<file path="config.mk">
export PLATFORM = sky130hd
export DESIGN_NAME = os_generator
export DESIGN_NICKNAME = d
export VERILOG_FILES = /design/src/os_gen_pkg.sv /design/src/os_field_builder.sv /design/src/os_symbol_sequencer.sv /design/src/os_lane_packer.sv /design/src/os_generator.sv
export SDC_FILE = /design/constraint.sdc
export NUM_CORES = 1
export LEC_CHECK = 0
export ABC_AREA = 1
export BUFFER_PORTS_ARGS = -buffer_cell sky130_fd_sc_hd__buf_2
export CORE_MARGIN = 3
export CORE_UTILIZATION = 45
export CTS_CLUSTER_DIAMETER = 200
export DETAILED_ROUTE_END_ITERATION = 12
export PLACE_DENSITY_LB_ADDON = 0.25
export SLEW_MARGIN = 25
export SYNTH_ARGS = -nofsm -noshare
export SYNTH_HDL_FRONTEND = slang
export SYNTH_HIERARCHICAL = 1
export SYNTH_SLANG_ARGS = --single-unit
</file>
<file path="constraint.sdc">
create_clock -name pclk -period 2.2 [get_ports pclk]
set_input_delay 0.44 -clock pclk [delete_from_list [all_inputs] [get_ports pclk]]
set_output_delay 0.44 -clock pclk [all_outputs]
set_load 0.01 [all_outputs]
</file>
<file path="src/os_gen_pkg.sv">
`default_nettype none

package os_gen_pkg;

   localparam int NUM_LANES    = 4;
   localparam int SYMS_PER_CLK = 2;                        // 1, 2 or 4 symbols per lane
   localparam int BEAT_SYMS    = NUM_LANES * SYMS_PER_CLK; // symbol slots per beat

   localparam int TS_LEN    = 16; // TS1 / TS2 length in symbols
   localparam int SHORT_LEN = 4;  // SKP / EIOS length in symbols

   // 8b/10b symbol codes
   localparam logic [7:0] SYM_COM       = 8'hbc; // K28.5
   localparam logic [7:0] SYM_PAD       = 8'hf7; // K23.7
   localparam logic [7:0] SYM_SKP       = 8'h1c; // K28.0
   localparam logic [7:0] SYM_EIDL      = 8'h7c; // K28.3
   localparam logic [7:0] TS1_ID        = 8'h4a; // D10.2
   localparam logic [7:0] TS2_ID        = 8'h45; // D5.2
   localparam logic [7:0] TCTL_LOOPBACK = 8'h04; // training control bit 2

   typedef enum logic [1:0] {
      TS1  = 2'd0,
      TS2  = 2'd1,
      SKP  = 2'd2,
      EIOS = 2'd3
   } os_type_e;

   typedef enum logic [1:0] {
      LANE_PAD = 2'd0,
      LANE_SEQ = 2'd1,
      LANE_REV = 2'd2 // code 3 also reverses
   } lane_mode_e;

   // request as presented with start
   typedef struct packed {
      os_type_e   os_type;
      logic [7:0] link_number;
      logic [2:0] rate;
      logic       loopback;
      lane_mode_e lane_mode;
   } os_request_t;

   // decoded TS content, held for the length of the set
   typedef struct packed {
      os_type_e                  os_type;
      logic [7:0]                link_sym;
      logic                      link_k;    // set when link_sym is PAD
      logic [7:0]                rate_id;
      logic [7:0]                train_ctl;
      logic [7:0]                ident;     // symbols 6..15
      logic [NUM_LANES-1:0][7:0] lane_sym;
      logic                      lane_k;    // set when lane_sym is PAD
   } ts_fields_t;

   typedef struct packed {
      logic       active;
      logic [3:0] base;   // symbol index carried by slot 0
      logic       last;
   } beat_pos_t;

   // slot j of lane i sits at j*NUM_LANES+i
   typedef struct packed {
      logic [BEAT_SYMS*8-1:0] data;
      logic [BEAT_SYMS-1:0]   datak;
      logic [BEAT_SYMS-1:0]   data_valid;
   } os_beat_t;

endpackage

`default_nettype wire

</file>
<file path="src/os_field_builder.sv">
`timescale 1ns/10ps
`default_nettype none

module os_field_builder (
   input  wire logic                    pclk,
   input  wire logic                    reset_n,
   input  wire logic                    start,
   input  wire os_gen_pkg::os_request_t req,
   output os_gen_pkg::ts_fields_t       fields
);

   os_gen_pkg::ts_fields_t next_fields;

   always_comb begin
      next_fields.os_type = req.os_type;

      // link number 0 means no link assigned yet
      next_fields.link_k   = (req.link_number == 8'h00);
      next_fields.link_sym = next_fields.link_k ? os_gen_pkg::SYM_PAD : req.link_number;

      case (req.rate)
         3'd1:    next_fields.rate_id = 8'h02;
         3'd2:    next_fields.rate_id = 8'h04;
         3'd3:    next_fields.rate_id = 8'h08;
         3'd4:    next_fields.rate_id = 8'h10;
         default: next_fields.rate_id = 8'h20;
      endcase

      next_fields.train_ctl = req.loopback ? os_gen_pkg::TCTL_LOOPBACK : 8'h00;
      next_fields.ident     = (req.os_type == os_gen_pkg::TS2) ? os_gen_pkg::TS2_ID
                                                               : os_gen_pkg::TS1_ID;

      // one lane number per lane, same rule for TS1 and TS2
      next_fields.lane_k = (req.lane_mode == os_gen_pkg::LANE_PAD);
      for (int i = 0; i < os_gen_pkg::NUM_LANES; i++) begin
         case (req.lane_mode)
            os_gen_pkg::LANE_PAD: next_fields.lane_sym[i] = os_gen_pkg::SYM_PAD;
            os_gen_pkg::LANE_SEQ: next_fields.lane_sym[i] = 8'(i);
            default:              next_fields.lane_sym[i] = 8'(os_gen_pkg::NUM_LANES - 1 - i);
         endcase
      end
   end

   always_ff @(posedge pclk) begin
      if (!reset_n) begin
         fields <= '0;
      end else if (start) begin
         fields <= next_fields; // held until the next request
      end
   end

endmodule

`default_nettype wire

</file>
<file path="src/os_symbol_sequencer.sv">
`timescale 1ns/10ps
`default_nettype none

module os_symbol_sequencer (
   input  wire logic                 pclk,
   input  wire logic                 reset_n,
   input  wire logic                 start,
   input  wire os_gen_pkg::os_type_e os_type,
   output os_gen_pkg::beat_pos_t     pos,
   output logic                      busy
);

   logic [4:0] set_len;   // symbols in the set being sent
   logic [4:0] start_len;
   logic [5:0] next_base;
   logic [5:0] next_end;  // one past the final symbol of the next beat

   assign start_len = (os_type == os_gen_pkg::TS1 || os_type == os_gen_pkg::TS2) ?
                      5'(os_gen_pkg::TS_LEN) : 5'(os_gen_pkg::SHORT_LEN);
   assign next_base = {2'b00, pos.base} + 6'(os_gen_pkg::SYMS_PER_CLK);
   assign next_end  = next_base + 6'(os_gen_pkg::SYMS_PER_CLK);

   always_ff @(posedge pclk) begin
      if (!reset_n) begin
         pos     <= '0;
         set_len <= '0;
      end else if (start) begin
         pos.active <= 1'b1;
         pos.base   <= '0;
         pos.last   <= (os_gen_pkg::SYMS_PER_CLK >= int'(start_len)); // one-beat set
         set_len    <= start_len;
      end else if (pos.last) begin
         pos <= '0; // set done, back to idle
      end else if (pos.active) begin
         pos.base <= next_base[3:0];
         pos.last <= (next_end >= {1'b0, set_len});
      end
   end

   // low on the last position so a new start lines up back to back
   assign busy = pos.active & ~pos.last;

   a_no_start_busy: assert property (@(posedge pclk) disable iff (!reset_n)
      start |-> !busy)
      else $error("start while busy");

   // last only repeats when a new one-beat set starts on top of it
   a_last_single: assert property (@(posedge pclk) disable iff (!reset_n)
      pos.last && !start |=> !pos.last)
      else $error("last held for more than one cycle");

   // busy drops only once the counter has reached the final beat of the set
   a_busy_fall: assert property (@(posedge pclk) disable iff (!reset_n)
      $fell(busy) |-> (next_base >= {1'b0, set_len}))
      else $error("busy dropped before the last beat");

endmodule

`default_nettype wire

</file>
<file path="src/os_lane_packer.sv">
`timescale 1ns/10ps
`default_nettype none

module os_lane_packer (
   input  wire logic                   pclk,
   input  wire logic                   reset_n,
   input  wire os_gen_pkg::ts_fields_t fields,
   input  wire os_gen_pkg::beat_pos_t  pos,
   output os_gen_pkg::os_beat_t        beat,
   output logic                        finish
);

   os_gen_pkg::os_beat_t next_beat;

   // returns {k, symbol} for symbol idx of the set on one lane
   function automatic logic [8:0] pick_symbol(
      input os_gen_pkg::ts_fields_t f,
      input logic [3:0]             idx,
      input int                     lane
   );
      logic [8:0] sym_k;
      case (f.os_type)
         os_gen_pkg::SKP: begin
            sym_k = (idx == 4'd0) ? {1'b1, os_gen_pkg::SYM_COM} : {1'b1, os_gen_pkg::SYM_SKP};
         end
         os_gen_pkg::EIOS: begin
            sym_k = (idx == 4'd0) ? {1'b1, os_gen_pkg::SYM_COM} : {1'b1, os_gen_pkg::SYM_EIDL};
         end
         default: begin
            case (idx)
               4'd0:    sym_k = {1'b1, os_gen_pkg::SYM_COM};
               4'd1:    sym_k = {f.link_k, f.link_sym};
               4'd2:    sym_k = {f.lane_k, f.lane_sym[lane]}; // only per-lane symbol
               4'd3:    sym_k = {1'b0, 8'h00};                // n_fts not used here
               4'd4:    sym_k = {1'b0, f.rate_id};
               4'd5:    sym_k = {1'b0, f.train_ctl};
               default: sym_k = {1'b0, f.ident};
            endcase
         end
      endcase
      return sym_k;
   endfunction

   always_comb begin
      logic [8:0] sym_k;
      next_beat = '0;
      for (int j = 0; j < os_gen_pkg::SYMS_PER_CLK; j++) begin
         for (int i = 0; i < os_gen_pkg::NUM_LANES; i++) begin
            sym_k = pick_symbol(fields, pos.base + 4'(j), i);
            next_beat.data[(j*os_gen_pkg::NUM_LANES+i)*8 +: 8] = sym_k[7:0];
            next_beat.datak[j*os_gen_pkg::NUM_LANES+i]         = sym_k[8];
         end
      end
      next_beat.data_valid = '1; // every slot carries a symbol
   end

   always_ff @(posedge pclk) begin
      if (!reset_n) begin
         beat   <= '0;
         finish <= 1'b0;
      end else if (pos.active) begin
         beat   <= next_beat;
         finish <= pos.last;
      end else begin
         beat   <= '0; // idle, no valid symbols
         finish <= 1'b0;
      end
   end

   // the whole beat is valid or idle, and finish never comes with an idle beat
   a_valid_whole: assert property (@(posedge pclk) disable iff (!reset_n)
      (&beat.data_valid) || (beat.data_valid == '0 && !finish))
      else $error("partial data_valid or finish on idle beat");

endmodule

`default_nettype wire

</file>
<file path="src/os_generator.sv">
`timescale 1ns/10ps
`default_nettype none

module os_generator (
   input  wire logic                    pclk,
   input  wire logic                    reset_n,
   input  wire logic                    start,
   input  wire os_gen_pkg::os_request_t req,
   output wire os_gen_pkg::os_beat_t    beat,
   output wire logic                    busy,
   output wire logic                    finish
);

   wire os_gen_pkg::ts_fields_t fields; // captured TS content
   wire os_gen_pkg::beat_pos_t  pos;    // position one cycle ahead of the beat

   os_field_builder u_field_builder (
      .pclk    (pclk),
      .reset_n (reset_n),
      .start   (start),
      .req     (req),
      .fields  (fields)
   );

   os_symbol_sequencer u_symbol_sequencer (
      .pclk    (pclk),
      .reset_n (reset_n),
      .start   (start),
      .os_type (req.os_type),
      .pos     (pos),
      .busy    (busy)
   );

   os_lane_packer u_lane_packer (
      .pclk    (pclk),
      .reset_n (reset_n),
      .fields  (fields),
      .pos     (pos),
      .beat    (beat),
      .finish  (finish)
   );

endmodule

`default_nettype wire

</file>
# Yosys cells after proc, flatten, opt, wreduce, memory -nomap -nowiden
# Cells that the tools add are included.
classes:
  addsub: 3
  order_cmp: 2
  bitwise: 3
  muxes: 34
  eq_ne: 18
  n_reduce_logical: 9
ops:
  columns: ["op", "count"]
  rows:
  - ["$pmux W9 S6", 8]
  - ["$pmux W9 S2", 8]
  - ["$pmux W8 S2", 4]
  - ["$mux W8", 6]
  - ["$pmux W6 S4", 1]
  - ["$eq A4 B2 Y1 const B", 4]
  - ["$eq A4 B3 Y1 const B", 4]
  - ["$mux W5", 3]
  - ["$eq A4 B1 Y1 const B", 2]
  - ["$logic_not A4 Y1", 2]
  - ["$logic_not A8 Y1", 1]
  - ["$add A6 B2 Y6 const B", 1]
  - ["$eq A3 B2 Y1 const B", 2]
  - ["$ge A6 B5 Y1", 1]
  - ["$mux W6", 1]
  - ["$add A4 B2 Y5 const B", 1]
  - ["$ge A2 B5 Y1 const A", 1]
  - ["$add A4 B1 Y4 const B", 1]
  - ["$eq A2 B1 Y1 const B", 2]
  - ["$eq A2 B2 Y1 const B", 2]
  - ["$logic_not A2 Y1", 2]
  - ["$mux W4", 1]
  - ["$eq A3 B1 Y1 const B", 1]
  - ["$eq A3 B3 Y1 const B", 1]
  - ["other kinds (8)", 9]
totals:
  word_cells: 88
  reg_bits: 160

# Depth between registers and ports, before layout
# Gate-level depths: netlist of run 1.
depth:
  word_depth: 6
  depth_mapped: 11
  depth_no_buf: 10

# Cells and area by module
# Netlist of run 1, hierarchy kept.
by_module_without_submodules:
  columns: ["module", "n_inst", "cells_each", "area_each_um2"]
  rows:
  - ["os_lane_packer", 1, 499, 3271.9]
  - ["os_field_builder", 1, 154, 1258.7]
  - ["os_symbol_sequencer", 1, 57, 414.1]

# Worst setup path before layout of run 1
# Ideal clock, no wire load.
synth_path:
  path_type: "reg-to-reg"
  startpoint: "reg, netlist name u_symbol_sequencer/pos[2]"
  endpoint: "reg, netlist name u_symbol_sequencer/pos[0]"
  slack_ns: 0.383
  period_less_slack_ns: 1.817
  required_ns: 2.084
  path_stages_with_launch: 9
  arrival_ns: 1.701
  setup_ns: 0.116
  cell_sequence: "dfxtp_1 > inv_1 > ha_1 > xnor2_1 > ha_1 > a21boi_1 > nand2_1 > nand2_1 > a21oi_2"
synth_via:
  elab_chain_len: 6
synth_rtl:
  columns: ["item", "line", "source"]
  rows:
  - ["$add A4 B2 Y5", "os_symbol_sequencer.sv:20", "assign next_base = {2'b00, pos.base} + 6'(os_gen_pkg::SYMS_PER_CLK);"]
  - ["named net u_symbol_sequencer.next_base[1]", "os_symbol_sequencer.sv:15", "logic [5:0] next_base;"]
  - ["$add A6 B2 Y6", "os_symbol_sequencer.sv:21", "assign next_end = next_base + 6'(os_gen_pkg::SYMS_PER_CLK);"]
  - ["$ge A6 B5 Y1", "os_symbol_sequencer.sv:36", "pos.last <= (next_end >= {1'b0, set_len});"]
  - ["$mux W5", "os_symbol_sequencer.sv:34", "end else if (pos.active) begin"]
  - ["$mux W5", "os_symbol_sequencer.sv:32", "end else if (pos.last) begin"]
  - ["$mux W6", "os_symbol_sequencer.sv:27", "end else if (start) begin"]
# The timed path passes the listed nets, and every way through them passes these cells.
# A chain may end at the register's enable or synchronous reset.

# Worst setup path after layout of run 1
layout_path:
  startpoint: "reg, netlist name u_symbol_sequencer/pos[2]"
  endpoint: "reg, netlist name u_lane_packer/beat[18]"
layout_via:
  elab_chain_len: 3
layout_rtl:
  columns: ["item", "line", "source"]
  rows:
  - ["$eq A4 B3 Y1, or another cell as far along", "os_lane_packer.sv:30", "case (idx)"]
  - ["$pmux W9 S6 (*)", "os_lane_packer.sv:30", null]
  - ["$pmux W9 S2 (*)", "os_lane_packer.sv:22", "case (f.os_type)"]
# Every way passes the cells marked *; elsewhere a longest branch is shown, timed or not.

==> impl_metrics.prom, run 1 <==
# TYPE chip_impl_metric gauge
chip_impl_metric{name="critical-path-max-stage-delay",unit="ns"} 0.52
chip_impl_metric{name="grt.overflow.total",unit=""} 0
chip_impl_metric{name="design.final.nets",unit=""} 790
chip_impl_metric{name="chipWidth",unit="um"} 111
chip_impl_metric{name="min_period_over_period",unit=""} 0.857
chip_impl_metric{name="postSynthAreaPerCell",unit="um^2"} 6.96
chip_impl_metric{name="post-route-util",unit=""} 0.511
chip_impl_metric{name="number_of_global_route_vias_before_repair",unit=""} 4106
chip_impl_metric{name="layoutNonFillerInstCount",unit=""} 908
chip_impl_metric{name="drive_gt1_frac",unit=""} 0.218
chip_impl_info{name="worst-setup-path-type",value="reg2reg"} 1
chip_impl_metric{name="totalNegativeSetupSlack",unit="ns"} 0
chip_impl_metric{name="post-route-drc-count",unit=""} 0
chip_impl_metric{name="cts.path.max_buffers",unit=""} 2
chip_impl_info{name="hold_path_class",value="in2reg"} 1
chip_impl_metric{name="cts_resized",unit=""} 0
chip_impl_metric{name="grt_first_pass_wirelength",unit="um"} 19300
chip_impl_metric{name="initial_utilization",unit=""} 0.471
chip_impl_metric{name="groute.usage.overall",unit=""} 0.191
chip_impl_metric{name="route.final.wire_length",unit="um"} 11500
chip_impl_info{name="cts_tree",value="done"} 1
chip_impl_metric{name="count_of_pins_on_the_block_boundary",unit=""} 101
chip_impl_metric{name="syn_to_final_growth",unit="%"} 8.50
chip_impl_metric{name="critPathMaxFanout",unit=""} 24
chip_impl_metric{name="crit_required",unit="ns"} 2.49
chip_impl_metric{name="floorplan.rows",unit=""} 37
chip_impl_metric{name="antenna_left",unit=""} 0
chip_impl_metric{name="cap_violations",unit=""} 0
chip_impl_info{name="crit_slowest_cell",value="dfxtp_1"} 1
chip_impl_metric{name="clock_tree.htree_level_count",unit=""} 3
chip_impl_metric{name="yosys_register_bits",unit=""} 98
chip_impl_metric{name="dieArea",unit="um^2"} 12300
chip_impl_metric{name="dpl.cell_count",unit=""} 892
chip_impl_metric{name="maxSlewViolCount",unit=""} 0
chip_impl_metric{name="drt-pass1-iter-count",unit=""} 5
chip_impl_metric{name="die-height",unit="um"} 111
chip_impl_metric{name="cts_setup_buffers",unit=""} 0
chip_impl_metric{name="finalWeightedCongestion",unit=""} 0.962
chip_impl_metric{name="core-area",unit="um^2"} 10500
chip_impl_metric{name="netlist_instances",unit=""} 710
chip_impl_metric{name="synthesis.area",unit="um^2"} 4940
chip_impl_metric{name="detail_route.vias_per_cell",unit=""} 4.96
chip_impl_metric{name="achievable-frequency",unit="GHz"} 0.530
chip_impl_metric{name="period_needed",unit="ns"} 1.89
chip_impl_info{name="timing.critical_path.cells",value="buf_4 > nand3_2 > inv_2 > nand2_1 > nand3_1 > nor2_1 > a21oi_1"} 1
chip_impl_metric{name="detail_route.wl_per_cell",unit="um"} 12.7
chip_impl_metric{name="worstMarginPinSlew",unit="ns"} 1.30
chip_impl_metric{name="power_total",unit="mW"} 3.53
chip_impl_metric{name="worst-path-buf-inv",unit=""} 2
chip_impl_metric{name="critPathArrivalTime",unit="ns"} 2.17
chip_impl_metric{name="clkSlewWorstSetupHoldPaths",unit="ns"} 0.10
chip_impl_info{name="status",value="completed"} 1
chip_impl_metric{name="setup_viol",unit=""} 0
chip_impl_metric{name="count_of_synthesis_stage_warnings_from_yosys",unit=""} 6
chip_impl_info{name="timing.critical_path.to_type",value="flop"} 1
chip_impl_info{name="worst_setup_path_start_kind",value="flop"} 1
chip_impl_metric{name="detailedRoute.firstIterationViolations",unit=""} 301
chip_impl_metric{name="port_buffers",unit=""} 100
chip_impl_metric{name="synth-seq-area-share",unit=""} 0.397
chip_impl_metric{name="ir_drop",unit="mV"} 0.292
chip_impl_metric{name="place_hpwl",unit="um"} 8900
chip_impl_metric{name="power.density",unit="nW/um^2"} 658
chip_impl_metric{name="antenna-diode-count",unit=""} 0
chip_impl_info{name="rsz_0062_raised_after_global_routing",value="false"} 1
chip_impl_metric{name="fin_worst_skew",unit="ns"} 0.0147
chip_impl_metric{name="vias",unit=""} 4500
chip_impl_metric{name="cts-hold-fix-buffers",unit=""} 0
chip_impl_metric{name="slew-limit-headroom",unit=""} 0.135
chip_impl_metric{name="ys_types",unit=""} 38
chip_impl_info{name="cts_root_buf",value="clkbuf_8"} 1
chip_impl_info{name="worst_path_dominant_cell_family",value="buffers and inverters"} 1
chip_impl_metric{name="static-leakage-power",unit="nW"} 2.74
chip_impl_metric{name="clock_insertion_delay_worst_skew",unit="ns"} 0.38
chip_impl_metric{name="largest_net_degree_at_the_start_of_global_routing",unit=""} 37
chip_impl_metric{name="cts_inserted_buffers",unit=""} 9
chip_impl_metric{name="cts.sink_count",unit=""} 98
chip_impl_metric{name="finalHoldViolations",unit=""} 0
chip_impl_metric{name="antenna_found_initial",unit=""} 0
[per-layer routing]
| layer | vias up | global-route usage | wire length, um |
|---|---|---|---|
| met5 | - | 0 | 0 |
| met3 | 18 | 0.0360 | 847 |
| li1 | 2286 | - | - |
| met1 | 2030 | 0.239 | 5000 |
| met2 | 166 | 0.317 | 5430 |
| met4 | 0 | 0.0862 | 262 |
[layout make-up]
| cell class | instances | area [um^2] |
|---|---|---|
| tap | 136 | 170 |
| clock buffer | 10 | 128 |
| sequential | 98 | 1960 |
| clock inverter | 6 | 67.6 |
| fill | 1057 | 5140 |
| timing repair buffer | 109 | 568 |
| multi-input combinational | 497 | 2270 |
| inverter | 52 | 195 |
[layout by cell type, fill, tap and decap left out, drive strengths merged, types with 2 or more instances in the layout]
cell type	synthesis	layout
a21oi	66	66
clkbuf	7	10
dfxtp	98	98
nand3	60	60
buf	72	109
clkinv	2	5
nand2	193	193
clkinvlp	0	2
or2	6	6
xnor2	2	2
nor2	105	105
nor3	7	7
ha	4	4
conb	2	18
o21ai	26	26
inv	50	50
[state kept, by name, summed over array words and instances, names as in the netlist]
register                    cells
u_lane_packer/beat             67
u_field_builder/fields         23
u_symbol_sequencer/pos          5
u_symbol_sequencer/set_len      2
u_lane_packer/finish            1
[power breakdown]
part           switching (mW)  total, mW  leakage (nW)  internal [mW]
sequential             0.0500       1.90         0.800           1.85
clock                   0.604       1.13        0.0925          0.527
combinational           0.328      0.501          1.85          0.173
[through the flow]
stage / hold slack (ns) / setup slack, ns / area [um^2]
2_1_floorplan: 0.437 / 0.383 / 5000
3_3_place_gp: 0.457 / 0.447 / 5170
3_5_place_dp: 0.457 / 0.375 / 5170
4_1_cts: 0.248 / 0.347 / 5370
5_1_grt: 0.267 / 0.150 / 5370
6_report: 0.266 / 0.314 / 5370
[worst paths after layout]
path	startpoint	end	slack [ns]	depth (start not counted)
worst min register to register	u_symbol_sequencer/set_len[4]	u_symbol_sequencer/set_len[4]	0.46	2
worst max register to register	u_symbol_sequencer/pos[2]	u_lane_packer/beat[18]	0.31	7
worst min-delay path	req[0]	u_field_builder/fields[2]	0.27	2
worst max-delay path	u_symbol_sequencer/pos[2]	u_lane_packer/beat[18]	0.31	7
[synthesized netlist by cell type (all sizes together)]
| cell | count | area [um^2] |
|---|---|---|
| o21ai | 26 | 134 |
| ha | 4 | 50.1 |
| a211oi | 1 | 12.5 |
| and2 | 1 | 6.26 |
| buf | 72 | 547 |
| nand3 | 60 | 320 |
| o211a | 1 | 10.0 |
| nor2 | 105 | 422 |
| xnor2 | 2 | 17.5 |
| a21oi | 66 | 342 |
| clkinv | 2 | 7.51 |
| a31oi | 1 | 6.26 |
| o21a | 1 | 7.51 |
| conb | 2 | 7.51 |
| or2 | 6 | 37.5 |
| a41oi | 1 | 8.76 |
| dfxtp | 98 | 1960 |
| nor3 | 7 | 35.0 |
| a21boi | 1 | 7.51 |
| o31ai | 1 | 7.51 |
| clkbuf | 7 | 26.3 |
| o22ai | 1 | 6.26 |
| inv | 50 | 188 |
| nor4 | 1 | 12.5 |
| nand2 | 193 | 764 |
[cells by family (layout without fill, tap and decap cells)]
group	count (synthesis)	count (layout)	synth area share
other	2	18	0.00152
AO/OA/AOI/OAI	100	100	0.110
XOR/XNOR	2	2	0.00354
flip-flops	98	98	0.397
AND/OR/NAND/NOR	373	373	0.323
buffers and inverters	131	177	0.155
adder cells (fa/ha/maj)	4	4	0.0101
[worst reg2reg max path: stages (launching register included)]
cell,delay (ns)
dfxtp_1,0.52
buf_4,0.22
nand3_2,0.23
inv_2,0.41
nand2_1,0.10
nand3_1,0.09
nor2_1,0.04
a21oi_1,0.18
No activity file was read; power rests on OpenSTA's default activity.
==> inputs of run 2 (changes only) <==
BUFFER_PORTS_ARGS = unset   (was -buffer_cell sky130_fd_sc_hd__buf_2)
CORE_UTILIZATION = 35   (was 45)
DONT_BUFFER_PORTS = 1   (was unset)
==> impl_metrics.prom, run 2 (same netlist as run 1, synthesis figures left out) <==
# TYPE chip_impl_metric gauge
chip_impl_info{name="worst_path_dominant_cell_family",value="simple AND/OR/NAND/NOR gates"} 1
chip_impl_metric{name="initial_utilization",unit=""} 0.366
chip_impl_info{name="worst_setup_path_start_kind",value="flop"} 1
chip_impl_info{name="hold_path_class",value="in2reg"} 1
chip_impl_metric{name="antenna_left",unit=""} 0
chip_impl_metric{name="antenna_found_initial",unit=""} 0
chip_impl_metric{name="setup_viol",unit=""} 0
chip_impl_metric{name="ir_drop",unit="mV"} 0.327
chip_impl_metric{name="cts_inserted_buffers",unit=""} 9
chip_impl_metric{name="clock_tree.htree_level_count",unit=""} 3
chip_impl_metric{name="drt-pass1-iter-count",unit=""} 5
chip_impl_info{name="cts_tree",value="done"} 1
chip_impl_metric{name="chipWidth",unit="um"} 125
chip_impl_metric{name="place_area",unit="um^2"} 4730
chip_impl_metric{name="antenna-diode-count",unit=""} 0
chip_impl_metric{name="fin_worst_skew",unit="ns"} 0.00868
chip_impl_metric{name="cts.sink_count",unit=""} 98
chip_impl_metric{name="drive_gt1_frac",unit=""} 0.104
chip_impl_metric{name="count_of_pins_on_the_block_boundary",unit=""} 101
chip_impl_info{name="timing.critical_path.to",value="u_lane_packer/beat[37]"} 1
chip_impl_metric{name="achievable-frequency",unit="GHz"} 0.533
chip_impl_metric{name="route.final.wire_length",unit="um"} 11900
chip_impl_metric{name="worstMarginPinSlew",unit="ns"} 1.32
chip_impl_info{name="rsz_0062_raised_after_global_routing",value="false"} 1
chip_impl_metric{name="finalHoldViolations",unit=""} 0
chip_impl_metric{name="worst-path-buf-inv",unit=""} 1
chip_impl_metric{name="largest_reg_flops",unit=""} 67
chip_impl_metric{name="design.final.nets",unit=""} 691
chip_impl_metric{name="port_buffers",unit=""} 0
chip_impl_metric{name="cts_setup_buffers",unit=""} 0
chip_impl_info{name="r2r_end",value="u_lane_packer/beat[37]"} 1
chip_impl_metric{name="clkSlewWorstSetupHoldPaths",unit="ns"} 0.07
chip_impl_metric{name="finalWeightedCongestion",unit=""} 0.873
chip_impl_metric{name="maxSlewViolCount",unit=""} 0
chip_impl_metric{name="grt.overflow.total",unit=""} 0
chip_impl_metric{name="groute.usage.overall",unit=""} 0.159
chip_impl_metric{name="critPathMaxFanout",unit=""} 11
chip_impl_metric{name="detailedRoute.firstIterationViolations",unit=""} 296
chip_impl_metric{name="static-leakage-power",unit="nW"} 2.31
chip_impl_info{name="crit_slowest_cell",value="dfxtp_1"} 1
chip_impl_metric{name="power.density",unit="nW/um^2"} 809
chip_impl_metric{name="detail_route.vias_per_cell",unit=""} 4.79
chip_impl_info{name="largest_register",value="u_lane_packer/beat"} 1
chip_impl_info{name="timing.critical_path.cells",value="nor2_2 > nand2_1 > inv_1 > a21oi_1 > nand3_1 > nand2_1 > a21oi_1"} 1
chip_impl_metric{name="floorplan.rows",unit=""} 42
chip_impl_metric{name="crit_cells",unit=""} 7
chip_impl_metric{name="grt_first_pass_wirelength",unit="um"} 19800
chip_impl_metric{name="slew-limit-headroom",unit=""} 0.121
chip_impl_metric{name="syn_to_final_growth",unit="%"} 2.53
chip_impl_metric{name="largest_net_degree_at_the_start_of_global_routing",unit=""} 37
chip_impl_metric{name="core-area",unit="um^2"} 13500
chip_impl_metric{name="critPathArrivalTime",unit="ns"} 2.09
chip_impl_metric{name="die-height",unit="um"} 125
chip_impl_metric{name="timing.hold.worst_path_depth",unit=""} 1
chip_impl_info{name="worst-setup-path-type",value="reg2reg"} 1
chip_impl_metric{name="vias",unit=""} 4068
chip_impl_metric{name="cts_resized",unit=""} 0
chip_impl_metric{name="cts-hold-fix-buffers",unit=""} 0
chip_impl_info{name="cts_root_buf",value="clkbuf_16"} 1
chip_impl_metric{name="place_hpwl",unit="um"} 9160
chip_impl_info{name="crit_start",value="u_symbol_sequencer/pos[2]"} 1
chip_impl_metric{name="critical-path-max-stage-delay",unit="ns"} 0.53
chip_impl_metric{name="crit_required",unit="ns"} 2.41
chip_impl_metric{name="number_of_global_route_vias_before_repair",unit=""} 3894
chip_impl_metric{name="dieArea",unit="um^2"} 15600
chip_impl_metric{name="cap_violations",unit=""} 0
chip_impl_metric{name="fin_area",unit="um^2"} 5070
chip_impl_info{name="worstReg2RegStart",value="u_symbol_sequencer/pos[2]"} 1
chip_impl_info{name="largest_registers",value="u_lane_packer/beat (67), u_field_builder/fields (23), u_symbol_sequencer/pos (5)"} 1
chip_impl_metric{name="period_needed",unit="ns"} 1.88
chip_impl_metric{name="cells_on_worst_reg2reg_path",unit=""} 7
chip_impl_info{name="status",value="completed"} 1
chip_impl_metric{name="detail_route.wl_per_cell",unit="um"} 14.1
chip_impl_metric{name="post-route-util",unit=""} 0.375
chip_impl_info{name="layout_commonest_cell",value="nand2_1"} 1
chip_impl_info{name="timing.critical_path.to_type",value="flop"} 1
chip_impl_info{name="mostFrequentLayoutCells",value="179 x nand2_1, 98 x dfxtp_1, 96 x nor2_1"} 1
chip_impl_metric{name="post-route-drc-count",unit=""} 0
chip_impl_metric{name="totalNegativeSetupSlack",unit="ns"} 0
chip_impl_metric{name="ff2ff_setup_slack",unit="ns"} 0.32
chip_impl_metric{name="cts.path.max_buffers",unit=""} 2
chip_impl_metric{name="clock_insertion_delay_worst_skew",unit="ns"} 0.35
chip_impl_metric{name="min_period_over_period",unit=""} 0.853
run 2: worst min-delay path by stage:
stage | start | end | slack, ns
final | start | u_field_builder/fields[53] | 0.17
after global routing | start | u_field_builder/fields[53] | 0.16
after CTS | start | u_field_builder/fields[53] | 0.16
after detailed placement | u_symbol_sequencer/set_len[4] | u_symbol_sequencer/set_len[4] | 0.46
after global placement | u_symbol_sequencer/set_len[4] | u_symbol_sequencer/set_len[4] | 0.46
after floorplan | u_symbol_sequencer/set_len[4] | u_symbol_sequencer/set_len[4] | 0.44
run 2: power by group:
group | total, mW | switching, mW | internal [mW]
Clock | 1.78 | 0.668 | 1.11
Sequential | 1.93 | 0.0798 | 1.85
Combinational | 0.398 | 0.270 | 0.128
Total | 4.10 | 1.02 | 3.09
run 2: per-stage QoR:
stage | total power, mW | instances | hold slack [ns] | setup WS (ns)
global route | 4.31 | 849 | 0.157 | 0.135
detailed placement | 2.35 | 833 | 0.459 | 0.357
floorplan | 2.34 | 726 | 0.437 | 0.383
CTS | 4.15 | 849 | 0.155 | 0.333
finish | 4.10 | 849 | 0.168 | 0.323
global placement | 2.35 | 833 | 0.457 | 0.435
run 2: layout make-up:
cell class                 instances  area [um^2]
fill                            1406         8440
multi-input combinational        497         2270
sequential                        98         1960
clock buffer                       9          225
tap                              176          220
inverter                          52          195
clock inverter                     7          118
timing repair buffer              10         75.1
run 2: layer usage:
metal / global-route usage / wire [um]
met5: 0 / 0
met4: 0.0574 / 216
met3: 0.0506 / 904
met2: 0.249 / 5320
met1: 0.205 / 5500
